$ cat src/include/farm_config.svh
/*
 * Reading width, history depth and alert bounds for the sensor monitor
 * Bounds are inclusive and apply to the four-sample average
 * History depth must stay a power of two so the write index wraps
 */
`ifndef FARM_CONFIG_SVH
`define FARM_CONFIG_SVH

`define FARM_SAMPLE_W   8           // Raw reading width
`define FARM_HIST_DEPTH 4           // Entries per channel in the mean

// ==========================================================================
// Acceptable ranges per channel
// ==========================================================================
`define FARM_SOIL_MIN   140         // Too dry below
`define FARM_SOIL_MAX   210         // Too wet above
`define FARM_TEMP_MIN   100         // Too cold
`define FARM_TEMP_MAX   160         // Too hot
`define FARM_HUMID_MIN  120
`define FARM_HUMID_MAX  190
// Light is scaled intensity
`define FARM_LIGHT_MIN  80          // Too dark
`define FARM_LIGHT_MAX  220         // Too bright

`endif

$ cat src/farm_pkg.sv
/*
 * Types shared by the monitor pipeline
 * Flag vectors carry one bit per channel, indexed by the channel code
 */
`default_nettype none

`include "farm_config.svh"

package farm_pkg;

    // One reading or one average
    typedef logic [`FARM_SAMPLE_W-1:0] sample_t;

    // Room for the sum of a full history without overflow
    typedef logic [`FARM_SAMPLE_W+$clog2(`FARM_HIST_DEPTH)-1:0] sum_t;

    // Sensor select encoding
    typedef enum logic [1:0] {
        CH_SOIL = 2'd0, CH_TEMP = 2'd1, CH_HUMID = 2'd2, CH_LIGHT = 2'd3
    } chan_t;

    typedef logic [3:0] flags_t;    // Bit n belongs to channel n

endpackage

`default_nettype wire

$ cat src/farm_sample_if.sv
/*
 * One averaged reading, published for a single cycle
 * No back-pressure; every valid must be taken on that cycle
 */
`default_nettype none

interface farm_sample_if
    import farm_pkg::*;
();

    logic    valid;     // One-cycle strobe
    chan_t   chan;      // Channel the reading came from
    sample_t raw;       // Reading as received
    sample_t avg;       // New mean of that channel

    // Averager side
    modport src (
        output valid,
        output chan,
        output raw,
        output avg
    );

    // Fault detector and range checker side
    modport dst (
        input valid,
        input chan,
        input raw,
        input avg
    );

endinterface

`default_nettype wire

$ cat src/farm_monitor.sv
/*
 * Four-channel sensor monitor top level
 * Outputs follow a reading two clock edges after it is sampled
 * sensor_sel is 0 soil, 1 temperature, 2 humidity, 3 light
 */
`default_nettype none

module farm_monitor
    import farm_pkg::*;
(
    input  logic       clk,
    input  logic       rst_n,
    input  logic       sample_valid,    // Plain strobe, no handshake
    input  logic [1:0] sensor_sel,
    input  logic [7:0] sample,
    output logic       buzzer,
    output logic [7:0] status,          // Average of last channel read
    output logic [3:0] alert_code,
    output logic [3:0] fault_code
);

    // Averaged reading to both checkers
    farm_sample_if smp_if ();

    sample_averager i_averager (
        .clk       (clk),
        .rst_n     (rst_n),
        .in_valid  (sample_valid),
        .in_chan   (chan_t'(sensor_sel)),
        .in_sample (sample),
        .out       (smp_if.src)
    );

    sensor_fault_detector i_fault_detector (
        .clk        (clk),
        .rst_n      (rst_n),
        .smp        (smp_if.dst),
        .fault_code (fault_code)
    );

    // Fault flags also feed the buzzer here
    range_checker i_range_checker (
        .clk        (clk),
        .rst_n      (rst_n),
        .smp        (smp_if.dst),
        .fault_code (fault_code),
        .alert_code (alert_code),
        .status     (status),
        .buzzer     (buzzer)
    );

endmodule

`default_nettype wire

$ cat src/range_checker.sv
/*
 * Threshold alerts on the channel average, the status byte and the buzzer
 * Bounds are inclusive, taken from the config header
 * Buzzer is combinational from the alert register and the fault flags
 */
`default_nettype none

`include "farm_config.svh"

module range_checker
    import farm_pkg::*;
(
    input  logic       clk,
    input  logic       rst_n,
    farm_sample_if.dst smp,
    input  flags_t     fault_code,
    output flags_t     alert_code,
    output sample_t    status,
    output logic       buzzer
);

    sample_t lo_bound;
    sample_t hi_bound;
    logic    out_of_range;

    // ======================================================================
    // Bound select for the incoming channel
    // ======================================================================
    always_comb begin
        case (smp.chan)
            CH_SOIL: begin
                lo_bound = sample_t'(`FARM_SOIL_MIN);
                hi_bound = sample_t'(`FARM_SOIL_MAX);
            end
            CH_TEMP: begin
                lo_bound = sample_t'(`FARM_TEMP_MIN);
                hi_bound = sample_t'(`FARM_TEMP_MAX);
            end
            CH_HUMID: begin
                lo_bound = sample_t'(`FARM_HUMID_MIN);
                hi_bound = sample_t'(`FARM_HUMID_MAX);
            end
            default: begin                                  // CH_LIGHT
                lo_bound = sample_t'(`FARM_LIGHT_MIN);
                hi_bound = sample_t'(`FARM_LIGHT_MAX);
            end
        endcase
        out_of_range = (smp.avg < lo_bound) || (smp.avg > hi_bound);
    end

    always_ff @(posedge clk) begin
        if (!rst_n) begin
            alert_code <= '0;
            status     <= '0;
        end else if (smp.valid) begin
            alert_code[smp.chan] <= out_of_range;           // Others hold
            status               <= smp.avg;                // Latest channel read
        end
    end

    assign buzzer = (|alert_code) | (|fault_code);

    // Averaged payload must be clean on every strobe
    a_payload_known: assert property (@(posedge clk) disable iff (!rst_n)
        smp.valid |-> !$isunknown({smp.chan, smp.avg}));

endmodule

`default_nettype wire

$ cat src/sample_averager.sv
/*
 * Running mean over the last four readings of each channel
 * Histories and sums start at zero, so the first averages are pulled low
 * Output payload is only meaningful while out.valid is high
 * One cycle of latency and a new reading may arrive every cycle
 */
`default_nettype none

`include "farm_config.svh"

module sample_averager
    import farm_pkg::*;
(
    input  logic       clk,
    input  logic       rst_n,
    input  logic       in_valid,
    input  chan_t      in_chan,
    input  sample_t    in_sample,
    farm_sample_if.src out
);

    localparam int NUM_CH = $bits(flags_t);                 // One flag per channel
    localparam int IDX_W  = $clog2(`FARM_HIST_DEPTH);

    // ======================================================================
    // Per-channel state
    // ======================================================================
    sample_t          hist   [NUM_CH][`FARM_HIST_DEPTH];
    logic [IDX_W-1:0] wr_idx [NUM_CH];                      // Oldest entry
    sum_t             sum_q  [NUM_CH];

    sample_t oldest;
    sum_t    new_sum;

    // Replace the oldest entry in the running sum
    always_comb begin
        oldest  = hist[in_chan][wr_idx[in_chan]];
        new_sum = sum_q[in_chan] - sum_t'(oldest) + sum_t'(in_sample);
    end

    always_ff @(posedge clk) begin
        if (!rst_n) begin
            for (int c = 0; c < NUM_CH; c++) begin
                for (int e = 0; e < `FARM_HIST_DEPTH; e++) begin
                    hist[c][e] <= '0;
                end
                wr_idx[c] <= '0;
                sum_q[c]  <= '0;
            end
        end else if (in_valid) begin
            hist[in_chan][wr_idx[in_chan]] <= in_sample;
            wr_idx[in_chan] <= wr_idx[in_chan] + 1'b1;      // Wraps at depth
            sum_q[in_chan]  <= new_sum;
        end
    end

    // ======================================================================
    // Output stage
    // ======================================================================
    always_ff @(posedge clk) begin
        if (!rst_n) begin
            out.valid <= 1'b0;
        end else begin
            out.valid <= in_valid;
        end
    end

    // Payload regs, no reset
    always_ff @(posedge clk) begin
        if (in_valid) begin
            out.chan <= in_chan;
            out.raw  <= in_sample;
            out.avg  <= new_sum[IDX_W +: `FARM_SAMPLE_W];     // Truncated divide by depth
        end
    end

    // Channel select must be clean on every strobe
    a_chan_known: assert property (@(posedge clk) disable iff (!rst_n)
        in_valid |-> !$isunknown(in_chan));

    // Running sum matches the stored history of the channel being read
    a_sum_track: assert property (@(posedge clk) disable iff (!rst_n)
        in_valid |-> (sum_q[in_chan] == sum_t'(hist[in_chan][0]) + sum_t'(hist[in_chan][1])
                      + sum_t'(hist[in_chan][2]) + sum_t'(hist[in_chan][3])));

endmodule

`default_nettype wire

$ cat src/sensor_fault_detector.sv
/*
 * Stuck and extreme fault flags per channel
 * Stuck compares against the previous raw reading, which is zero after reset
 * A channel's flags only move on a reading of that channel
 */
`default_nettype none

module sensor_fault_detector
    import farm_pkg::*;
(
    input  logic       clk,
    input  logic       rst_n,
    farm_sample_if.dst smp,
    output flags_t     fault_code
);

    localparam int NUM_CH = $bits(flags_t);

    sample_t last_raw [NUM_CH];     // Previous reading per channel
    flags_t  stuck_q;
    flags_t  extreme_q;

    logic is_stuck;
    logic is_extreme;

    // ======================================================================
    // Fault tests on the incoming reading
    // ======================================================================
    always_comb begin
        is_stuck   = (smp.raw == last_raw[smp.chan]);
        is_extreme = (smp.avg == '0) || (smp.avg == '1);   // Rail at 0 or full scale
    end

    always_ff @(posedge clk) begin
        if (!rst_n) begin
            for (int c = 0; c < NUM_CH; c++) begin
                last_raw[c] <= '0;
            end
            stuck_q   <= '0;
            extreme_q <= '0;
        end else if (smp.valid) begin
            stuck_q[smp.chan]   <= is_stuck;
            extreme_q[smp.chan] <= is_extreme;
            last_raw[smp.chan]  <= smp.raw;                 // Always track latest
        end
    end

    // Either fault marks the channel
    assign fault_code = stuck_q | extreme_q;

endmodule

`default_nettype wire

$ cat config.mk
export PLATFORM = sky130hd
export DESIGN_NAME = farm_monitor
export DESIGN_NICKNAME = d
export VERILOG_FILES = /design/src/farm_pkg.sv /design/src/farm_sample_if.sv /design/src/farm_monitor.sv /design/src/range_checker.sv /design/src/sample_averager.sv /design/src/sensor_fault_detector.sv
export VERILOG_INCLUDE_DIRS = /design/src /design/src/include
export SDC_FILE = /design/constraint.sdc
export NUM_CORES = 1
export LEC_CHECK = 0
export ABC_AREA = 1
export BUFFER_PORTS_ARGS = -buffer_cell sky130_fd_sc_hd__buf_4
export CAP_MARGIN = 0
export CORE_MARGIN = 2
export CORE_UTILIZATION = 45
export DETAILED_ROUTE_END_ITERATION = 10
export SYNTH_ARGS = -nofsm -noshare
export SYNTH_HDL_FRONTEND = slang
export SYNTH_SLANG_ARGS = --single-unit
$ cat constraint.sdc
create_clock -name clk -period 4 [get_ports clk]
set_input_delay 0.4 -clock clk [delete_from_list [all_inputs] [get_ports clk]]
set_output_delay 0.4 -clock clk [all_outputs]
set_load 0.02 [all_outputs]
---- Word level (Yosys, flattened, before mapping) ----
Memory sizes are Yosys's and may differ from the RTL's. A register that Yosys moved wholly into a read port is not among the register bits.
Cells that the tools add are included.
storage, ports and cells
  bits in registers ....................... 39
  bits in writable memories ............... 208
  output and inout port bits .............. 17
  logic and storage cells ................. 73
  memories ................................ 4
operators by class
  $add $sub $neg .......................... 3
  $lt $le $gt $ge ......................... 6
  equal/unequal tests ..................... 4
  muxes and demuxes ....................... 33
  bitwise logic cells ..................... 3
  reductions and logical operators ........ 12
memories
  memory                     words  width  rd ports  clocked after Yosys merged registers in  wr ports  line                         source
  i_averager.hist            4      32     1         0                                        4         sample_averager.sv:28        sample_t hist [NUM_CH][`FARM_HIST_DEPTH];
  i_averager.sum_q           4      10     1         0                                        4         sample_averager.sv:30        sum_t sum_q [NUM_CH];
  i_fault_detector.last_raw  4      8      1         1                                        4         sensor_fault_detector.sv:19  sample_t last_raw [NUM_CH];
  i_averager.wr_idx          4      2      1         0                                        4         sample_averager.sv:29        logic [IDX_W-1:0] wr_idx [NUM_CH];
operators by type and width
  kind                  count
  $mux W32              3
  $mux W8               4
  $reduce_or A32 Y1     1
  $pmux W8 S3           1
  $pmux W7 S3           1
  $bmux W8 S2           1
  $demux W8 S2          1
  $bwmux W4             3
  $mux W2               6
  $mux W1               11
  $add A10 B8 Y10       1
  $mux W10              1
  $reduce_or A10 Y1     1
  $sub A10 B8 Y10       1
  $eq A8 B8 Y1          1
  $eq A8 B8 Y1 const B  1
  $gt A8 B8 Y1          1
  $logic_not A8 Y1      1
  $lt A8 B8 Y1          1
  $reduce_or A4 Y1      2
  $reduce_or A8 Y1      1
  $or A4 B4 Y4          1
  $ge A3 B3 Y1 const B  1
  $lt A2 B3 Y1 const B  1
  other kinds (12)      14

---- Depth between registers and ports, before layout ----
Gate-level depths: netlist of the first run.
An unclocked memory read counts as a cell.
  depth in word-level cells ............... 9
  gate-level depth with buffers ........... 24
  depth with buffers taken out ............ 23

---- Cells and area by module ----
A second synthesis of the first run with hierarchy kept.
unflattened totals
  cells, all modules ...................... 1282
  area total of the unflattened synthesis .. 12065.3 sq um
modules (own cells, without submodules)
  module                 instances  cells an instance  area an instance (sq um)
  sample_averager        1          891                9080.0
  sensor_fault_detector  1          261                2110.8
  range_checker          1          130                874.6

---- Least setup slack after synthesis of the first run ----
No wires, ideal clock.
  kind .................................... input to register
  start point ............................. in sensor_sel[0]
  end point ............................... mem i_averager.sum_q[3][8] in the netlist's numbering (data pin)
  arrival ................................. 3.087 ns
  path slack .............................. 0.647 ns
  stages on the path ...................... 18
  path buffers ............................ 1
  cell sequence ........................... inv_2 > nand2_1 > nor2_1 > nor3_4 > buf_4 > nand4_1 > nand3_1 > nand2_1 > fa_1 > fa_1 > o21ai_0 > nand2_1 > nor2_1 > nand3_1 > nand2_1 > nand2_1 > nand2_1 > nor2_1
RTL lines
  item             line                   source
  start, declared  farm_monitor.sv:14     input logic [1:0] sensor_sel,
  end, declared    sample_averager.sv:30

==> results of run 1 <==
-- layer usage --
metal | global-route usage [%] | vias up | part of all wire, %
met5 | 0 | - | 0
met4 | 5.19 | 0 | 2.2
met3 | 2.87 | 44 | 6.0
met2 | 37.0 | 269 | 48
met1 | 30.9 | 3927 | 43
li1 | - | 3875 | -
-- power by group --
group | internal, W | switching (W)
Combinational | 0.000411 | 0.000818
Sequential | 0.00307 | 0.000112
Clock | 0.00130 | 0.000980
Total | 0.00478 | 0.00191
-- final cells by class --
| class | count | area share (%) |
|---|---|---|
| repair buffers | 59 | 3.53 |
| well taps | 330 | 3.20 |
| clock inverters | 12 | 0.631 |
| multi-input cells | 725 | 28.2 |
| flip-flops and latches | 249 | 56.2 |
| inverters | 94 | 2.74 |
| clock buffers | 36 | 5.50 |
-- flip-flops by register name, summed over array words and instances, names as in the netlist, named ones only --
register and cells:
i_averager.wr_idx 8, i_range_checker.alert_code 4, i_averager.out.valid 1, i_averager.sum_q 40, i_fault_detector.extreme_q 4, i_averager.out.chan 2
i_averager.hist 128, i_range_checker.status 8, i_fault_detector.last_raw 32, i_fault_detector.stuck_q 4, i_averager.out.raw 8, i_averager.out.avg 8
-- cell usage after synthesis (all sizes together) --
library cell  instances  area, um^2
clkinv                9        33.8
a21oi                13        65.1
nand3b                2        15.0
a211oi                1        7.51
xnor2                 1        8.76
xor2                  4        35.0
a221oi                8        70.1
o21ai                22         110
nand3                55         275
o22ai                 1        6.26
inv                  85         319
ha                   30         375
nor4                  5        31.3
fa                    8         160
nand2               238         896
a22oi                32         240
edfxtp              226        6790
buf                   8        42.5
nand4                36         225
a22o                  8        70.1
clkbuf               33         124
nor2                247         930
or2                   6        37.5
nor3                  4        42.5
a31oi                 1        6.26
a21o                  2        15.0
dfxtp                23         460
a21boi                1        7.51
-- per-stage QoR --
stage	cell area [um^2]	hold WS, ps	setup WS [ps]	utilization, %
after floorplan	11400	495	647	-
after global placement	12100	436	184	48.3
after detailed placement	12100	439	125	48.3
after CTS	12900	31.5	461	51.5
after global routing	12900	38.3	98.8	51.5
final	12900	52.8	442	51.5
-- placed cells by master, fill, tap and decap left out, drive strengths merged --
| cell | n |
|---|---|
| nor4 | 5 |
| o21ai | 22 |
| a31oi | 1 |
| nor3 | 4 |
| edfxtp | 226 |
| inv | 86 |
| a211oi | 1 |
| clkinvlp | 1 |
| clkbuf | 36 |
| xnor2 | 1 |
| nand3 | 55 |
| a22o | 8 |
| nand3b | 2 |
| nand4 | 36 |
| a21o | 2 |
| a22oi | 32 |
| a221oi | 8 |
| ha | 30 |
| or2 | 6 |
| dfxtp | 23 |
| xor2 | 4 |
| buf | 59 |
| nand2 | 238 |
| clkinv | 18 |
| a21boi | 1 |
| o22ai | 1 |
| bufinv | 1 |
| nor2 | 247 |
| fa | 8 |
| a21oi | 13 |
-- worst max path at each step --
stage          depth (start not counted)                     from  slack (ps)                     end
2_1_floorplan                         18            sensor_sel[0]         650  i_averager.sum_q[3][8]
3_3_place_gp                          18            sensor_sel[0]         180  i_averager.sum_q[0][8]
3_5_place_dp                          21            sensor_sel[1]         120  i_averager.sum_q[0][8]
4_1_cts                               17  i_averager.wr_idx[1][0]         460  i_averager.sum_q[0][8]
5_1_grt                               15  i_averager.wr_idx[2][0]         100  i_averager.sum_q[2][6]
6_report                              17  i_averager.wr_idx[1][0]         440  i_averager.sum_q[0][8]
-- critical path: cells and delay by family, from the launching register on --
kind | cells | cell delay, ps
buf+inv | 1 | 270
simple gates | 13 | 1340
fa+ha+maj | 2 | 1000
compound gates | 1 | 310
flops | 1 | 370
-- logic make-up after synthesis --
| family | synth area share [%] |
|---|---|
| AOI/OAI and AO/OA | 5.25 |
| xor gates and xnor gates | 0.384 |
| adders and majority gates | 4.70 |
| buffers and inverters | 4.56 |
| DFF | 63.6 |
| and+or+nand+nor | 21.5 |
==> impl_metrics.py, run 1 <==
metrics = {
    "grt": {
        "gr-total-overflow": 0,
        "antenna_found_initial": 0,
        "grt_max_degree": 45,
        "grt_pass1_vias": 7915,
        "grt_usage_pct": 22.1,
        "grt_pass1_wl_um": 45000,
    },
    "drt": {
        "first_pass_iters": 5,
        "ant_nets": 0,
        "viasPerCell": 5.39,
        "drt_iter0_markers": 689,
        "wl_per_cell_um": 18.8,
        "route.detailed.drc": 0,
        "routed_wl_um": 28300,
        "vias": 8115,
    },
    "clock_network": {
        "cts_tree": "yes",
        "clk_latency_ps": 540,
        "clkSlewWorstSetupHoldPaths_ps": 60,
        "postCtsHoldBufs": 0,
        "ctsResizeCount": 0,
        "root_buffer": "clkbuf_16",
        "numCtsBuffers": 27,
        "clock_sinks": 249,
        "cts_buffer_depth": 3,
        "cts_setup_buffers": 0,
        "htreeDepth": 1,
    },
    "finish": {
        "seq_area_um2": 7250,
        "drive_above_1_share_pct": 9.36,
        "multi_input_area_um2": 3630,
        "syn2layout_area_growth_pct": 13.1,
        "nFillCells": 2285,
        "final_nets": 1207,
        "finalNonFillerCells": 1505,
        "antennaDiodeCount": 0,
    },
    "timing": {
        "rsz0062_at_grt": "false",
        "skew_ps": 12.9,
        "fin_crit_ps": 3560,
        "final-setup-viol-count": 0,
        "fmax_mhz": 281,
        "hold_violations": 0,
        "drv_slew": 0,
        "tns_ps": 0,
        "worst_pin_slew_ps": 704,
        "period_share_pct": 88.9,
        "slew_headroom_pct": 53.0,
    },
    "place": {
        "hpwl_um": 18800,
        "dp_cells": 1457,
        "io_buffers": 29,
        "gp_congestion": 0.840,
    },
    "worst_setup_path": {
        "cp-start-kind": "flip-flop",
        "r2r-end": "i_averager.sum_q[0][8]",
        "worstPathRequired_ps": 4280,
        "crit_fanout": 18,
        "reg2reg_from": "i_averager.wr_idx[1][0]",
        "critPathMaxStageDelay_ps": 520,
        "rr_worst_depth": 17,
        "crit_chain": "nand2_1, nand2_1, nor3_4, buf_4, nand4_1, nand3_1, nand2_1, fa_1, fa_1, o21ai_0, nand2_1, nor2_1, nand3_1, nand2_1, nand2_1, nand2_1, nor2_1",
        "slowest_stage": "fa_1",
        "crit_path_end_kind": "flip-flop",
        "cpMostUsedCell": "nand2_1",
        "crit_type": "flip-flop to flip-flop",
        "reg2reg_slack_ps": 440,
        "worstPathArrival_ps": 3840,
    },
    "die": {
        "die_w_um": 163,
        "die_y_um": 163,
        "coreArea_um2": 25000,
        "start_util_pct": 45.5,
        "rows": 58,
        "ioPinCount": 30,
        "die-area_um2": 26600,
    },
    "power": {
        "total_leakage_power_nw": 5.37,
        "p_per_area_nw_per_um2": 519,
        "ir_drop_uv": 312,
        "total_power_w": 0.00669,
    },
    "worst_hold_path": {
        "hp-start": "sample[3]",
        "min_delay_path_depth": 1,
        "hold_end": "i_averager.out.raw[3]",
        "hold_class": "input port to flip-flop",
    },
    "synth": {
        "synth_warnings": 0,
        "yosysSeqAreaShare_pct": 63.6,
        "syn_area_um2": 11400,
        "syn_area_per_cell_um2": 10.3,
        "synth.distinct_cells": 33,
        "synth_seq_cells": 249,
        "postSynthCellCount": 1109,
        "synth_nets": 1160,
    },
    "status": {
        "status": "finished, final reports clean",
    },
    "run": {
        "max_cap_viol_count": 0,
    },
}
(Power assumes the default switching activity.)
==> run 2: changes to the inputs <==
MAX_ROUTING_LAYER = met4   (was unset)
==> run 2 against run 1 <==
Against the previous run: clock power about the same; first-iteration DRC count up 6.0%; combinational power barely moved; worst setup slack worse by 2.7 ps; global-route usage rose by 0.67 points; sequential power about the same; non-clock buffer count did not move; critical path type unchanged; largest cell class unchanged.
==> impl_metrics.py, run 2 (synthesis gave the netlist of run 1 again) <==
metrics = {
    "status": {
        "status": "finished, final reports clean",
    },
    "grt": {
        "grt_pass1_vias": 7908,
        "antenna_found_initial": 0,
        "gr-total-overflow": 0,
        "grt_max_degree": 45,
        "grt_usage_pct": 22.8,
        "grt_pass1_wl_um": 44900,
    },
    "clock_network": {
        "clkSlewWorstSetupHoldPaths_ps": 60,
        "cts_tree": "yes",
        "ctsResizeCount": 0,
        "numCtsBuffers": 27,
        "cts_setup_buffers": 0,
        "cts_buffer_depth": 3,
        "htreeDepth": 1,
        "clock_sinks": 249,
        "clk_latency_ps": 540,
        "root_buffer": "clkbuf_16",
        "postCtsHoldBufs": 0,
    },
    "worst_setup_path": {
        "cpMostUsedCell": "nand2_1",
        "critPathMaxStageDelay_ps": 520,
        "slowest_stage": "fa_1",
        "cp-start-kind": "flip-flop",
        "path_buf_inv": 1,
        "worstPathArrival_ps": 3840,
        "crit_type": "flip-flop to flip-flop",
        "reg2reg_slack_ps": 440,
        "crit_fanout": 18,
        "crit_chain": "nand2_1, nand2_1, nor3_4, buf_4, nand4_1, nand3_1, nand2_1, fa_1, fa_1, o21ai_0, nand2_1, nor2_1, nand3_1, nand2_1, nand2_1, nand2_1, nor2_1",
        "crit_path_end_kind": "flip-flop",
        "worstPathRequired_ps": 4280,
        "crit_family": "simple AND/OR/NAND/NOR gates",
    },
    "drt": {
        "routed_wl_um": 28300,
        "ant_nets": 0,
        "route.detailed.drc": 0,
        "first_pass_iters": 5,
        "vias": 8038,
        "drt_iter0_markers": 730,
        "wl_per_cell_um": 18.8,
        "viasPerCell": 5.34,
    },
    "place": {
        "gp_congestion": 0.856,
        "io_buffers": 29,
        "placed_cell_area_um2": 12100,
        "hpwl_um": 18800,
    },
    "finish": {
        "syn2layout_area_growth_pct": 13.1,
        "reg_top3": "i_averager.hist: 128 flops, i_averager.sum_q: 40 flops, i_fault_detector.last_raw: 32 flops",
        "drive_above_1_share_pct": 9.36,
        "antennaDiodeCount": 0,
        "design_area_um2": 12900,
        "largest_reg_flops": 128,
        "fin_util_pct": 51.5,
        "final_common_cell": "nor2_1",
        "regMostFlops": "i_averager.hist",
        "final_nets": 1207,
        "final_cell_mix": "nor2_1 (246), nand2_1 (237), edfxtp_1 (226)",
    },
    "timing": {
        "rsz0062_at_grt": "false",
        "drv_slew": 0,
        "skew_ps": 12.8,
        "slew_headroom_pct": 53.3,
        "fmax_mhz": 281,
        "final-setup-viol-count": 0,
        "hold_violations": 0,
        "worst_pin_slew_ps": 700,
        "tns_ps": 0,
        "fin_crit_ps": 3560,
        "hold_ws_ps": 53.1,
        "period_share_pct": 89.0,
    },
    "die": {
        "coreArea_um2": 25000,
        "ioPinCount": 30,
        "die_y_um": 163,
        "start_util_pct": 45.5,
        "die_w_um": 163,
        "die-area_um2": 26600,
        "rows": 58,
    },
    "power": {
        "p_per_area_nw_per_um2": 519,
        "total_leakage_power_nw": 5.37,
        "ir_drop_uv": 312,
    },
    "run": {
        "max_cap_viol_count": 0,
    },
    "worst_hold_path": {
        "hold_class": "input port to flip-flop",
    },
}
==> run 2: cell counts in the layout (fill, tap and decap cells not counted) <==
No cell type changed its count.
==> run 2: where the power goes <==
group          switching, W  internal [W]  leakage [nW]  total, W
sequential         0.000113       0.00307          2.53   0.00318
clock              0.000984       0.00130         0.383   0.00228
combinational      0.000818      0.000412          2.45   0.00123
==> run 2: layout make-up <==
class	instances	area, um^2
inverters	94	353
clock inverters	12	81.3
well taps	330	413
multi-input cells	725	3630
fillers	2285	12100
flip-flops and latches	249	7250
repair buffers	59	455
clock buffers	36	709
==> run 2: routing by layer <==
metal | GRT usage (%) | vias up | share of wire [%]
met3 | 3.00 | 41 | 5.6
li1 | - | 3875 | -
met2 | 37.2 | 233 | 48
met4 | 5.23 | 0 | 2.2
met1 | 30.7 | 3889 | 44
met5 | - | - | 0
==> run 2: path summary, 6_finish.rpt <==
path | startpoint | to | cells past startpoint
hold reg to reg | i_range_checker.status[6] | i_range_checker.status[6] | 2
hold / removal | sample[3] | i_averager.out.raw[3] | 1
setup reg to reg | i_averager.wr_idx[1][0] | i_averager.sum_q[0][8] | 17
setup / recovery | i_averager.wr_idx[1][0] | i_averager.sum_q[0][8] | 17
==> run 2: stage by stage <==
stage	total power (W)	worst slack, ps	std cells
3_5_place_dp	0.00445	125	1457
5_1_grt	0.00702	98.8	1505
3_3_place_gp	0.00444	184	1457
4_1_cts	0.00672	461	1505
6_report	0.00669	440	1505
2_1_floorplan	0.00402	647	1109
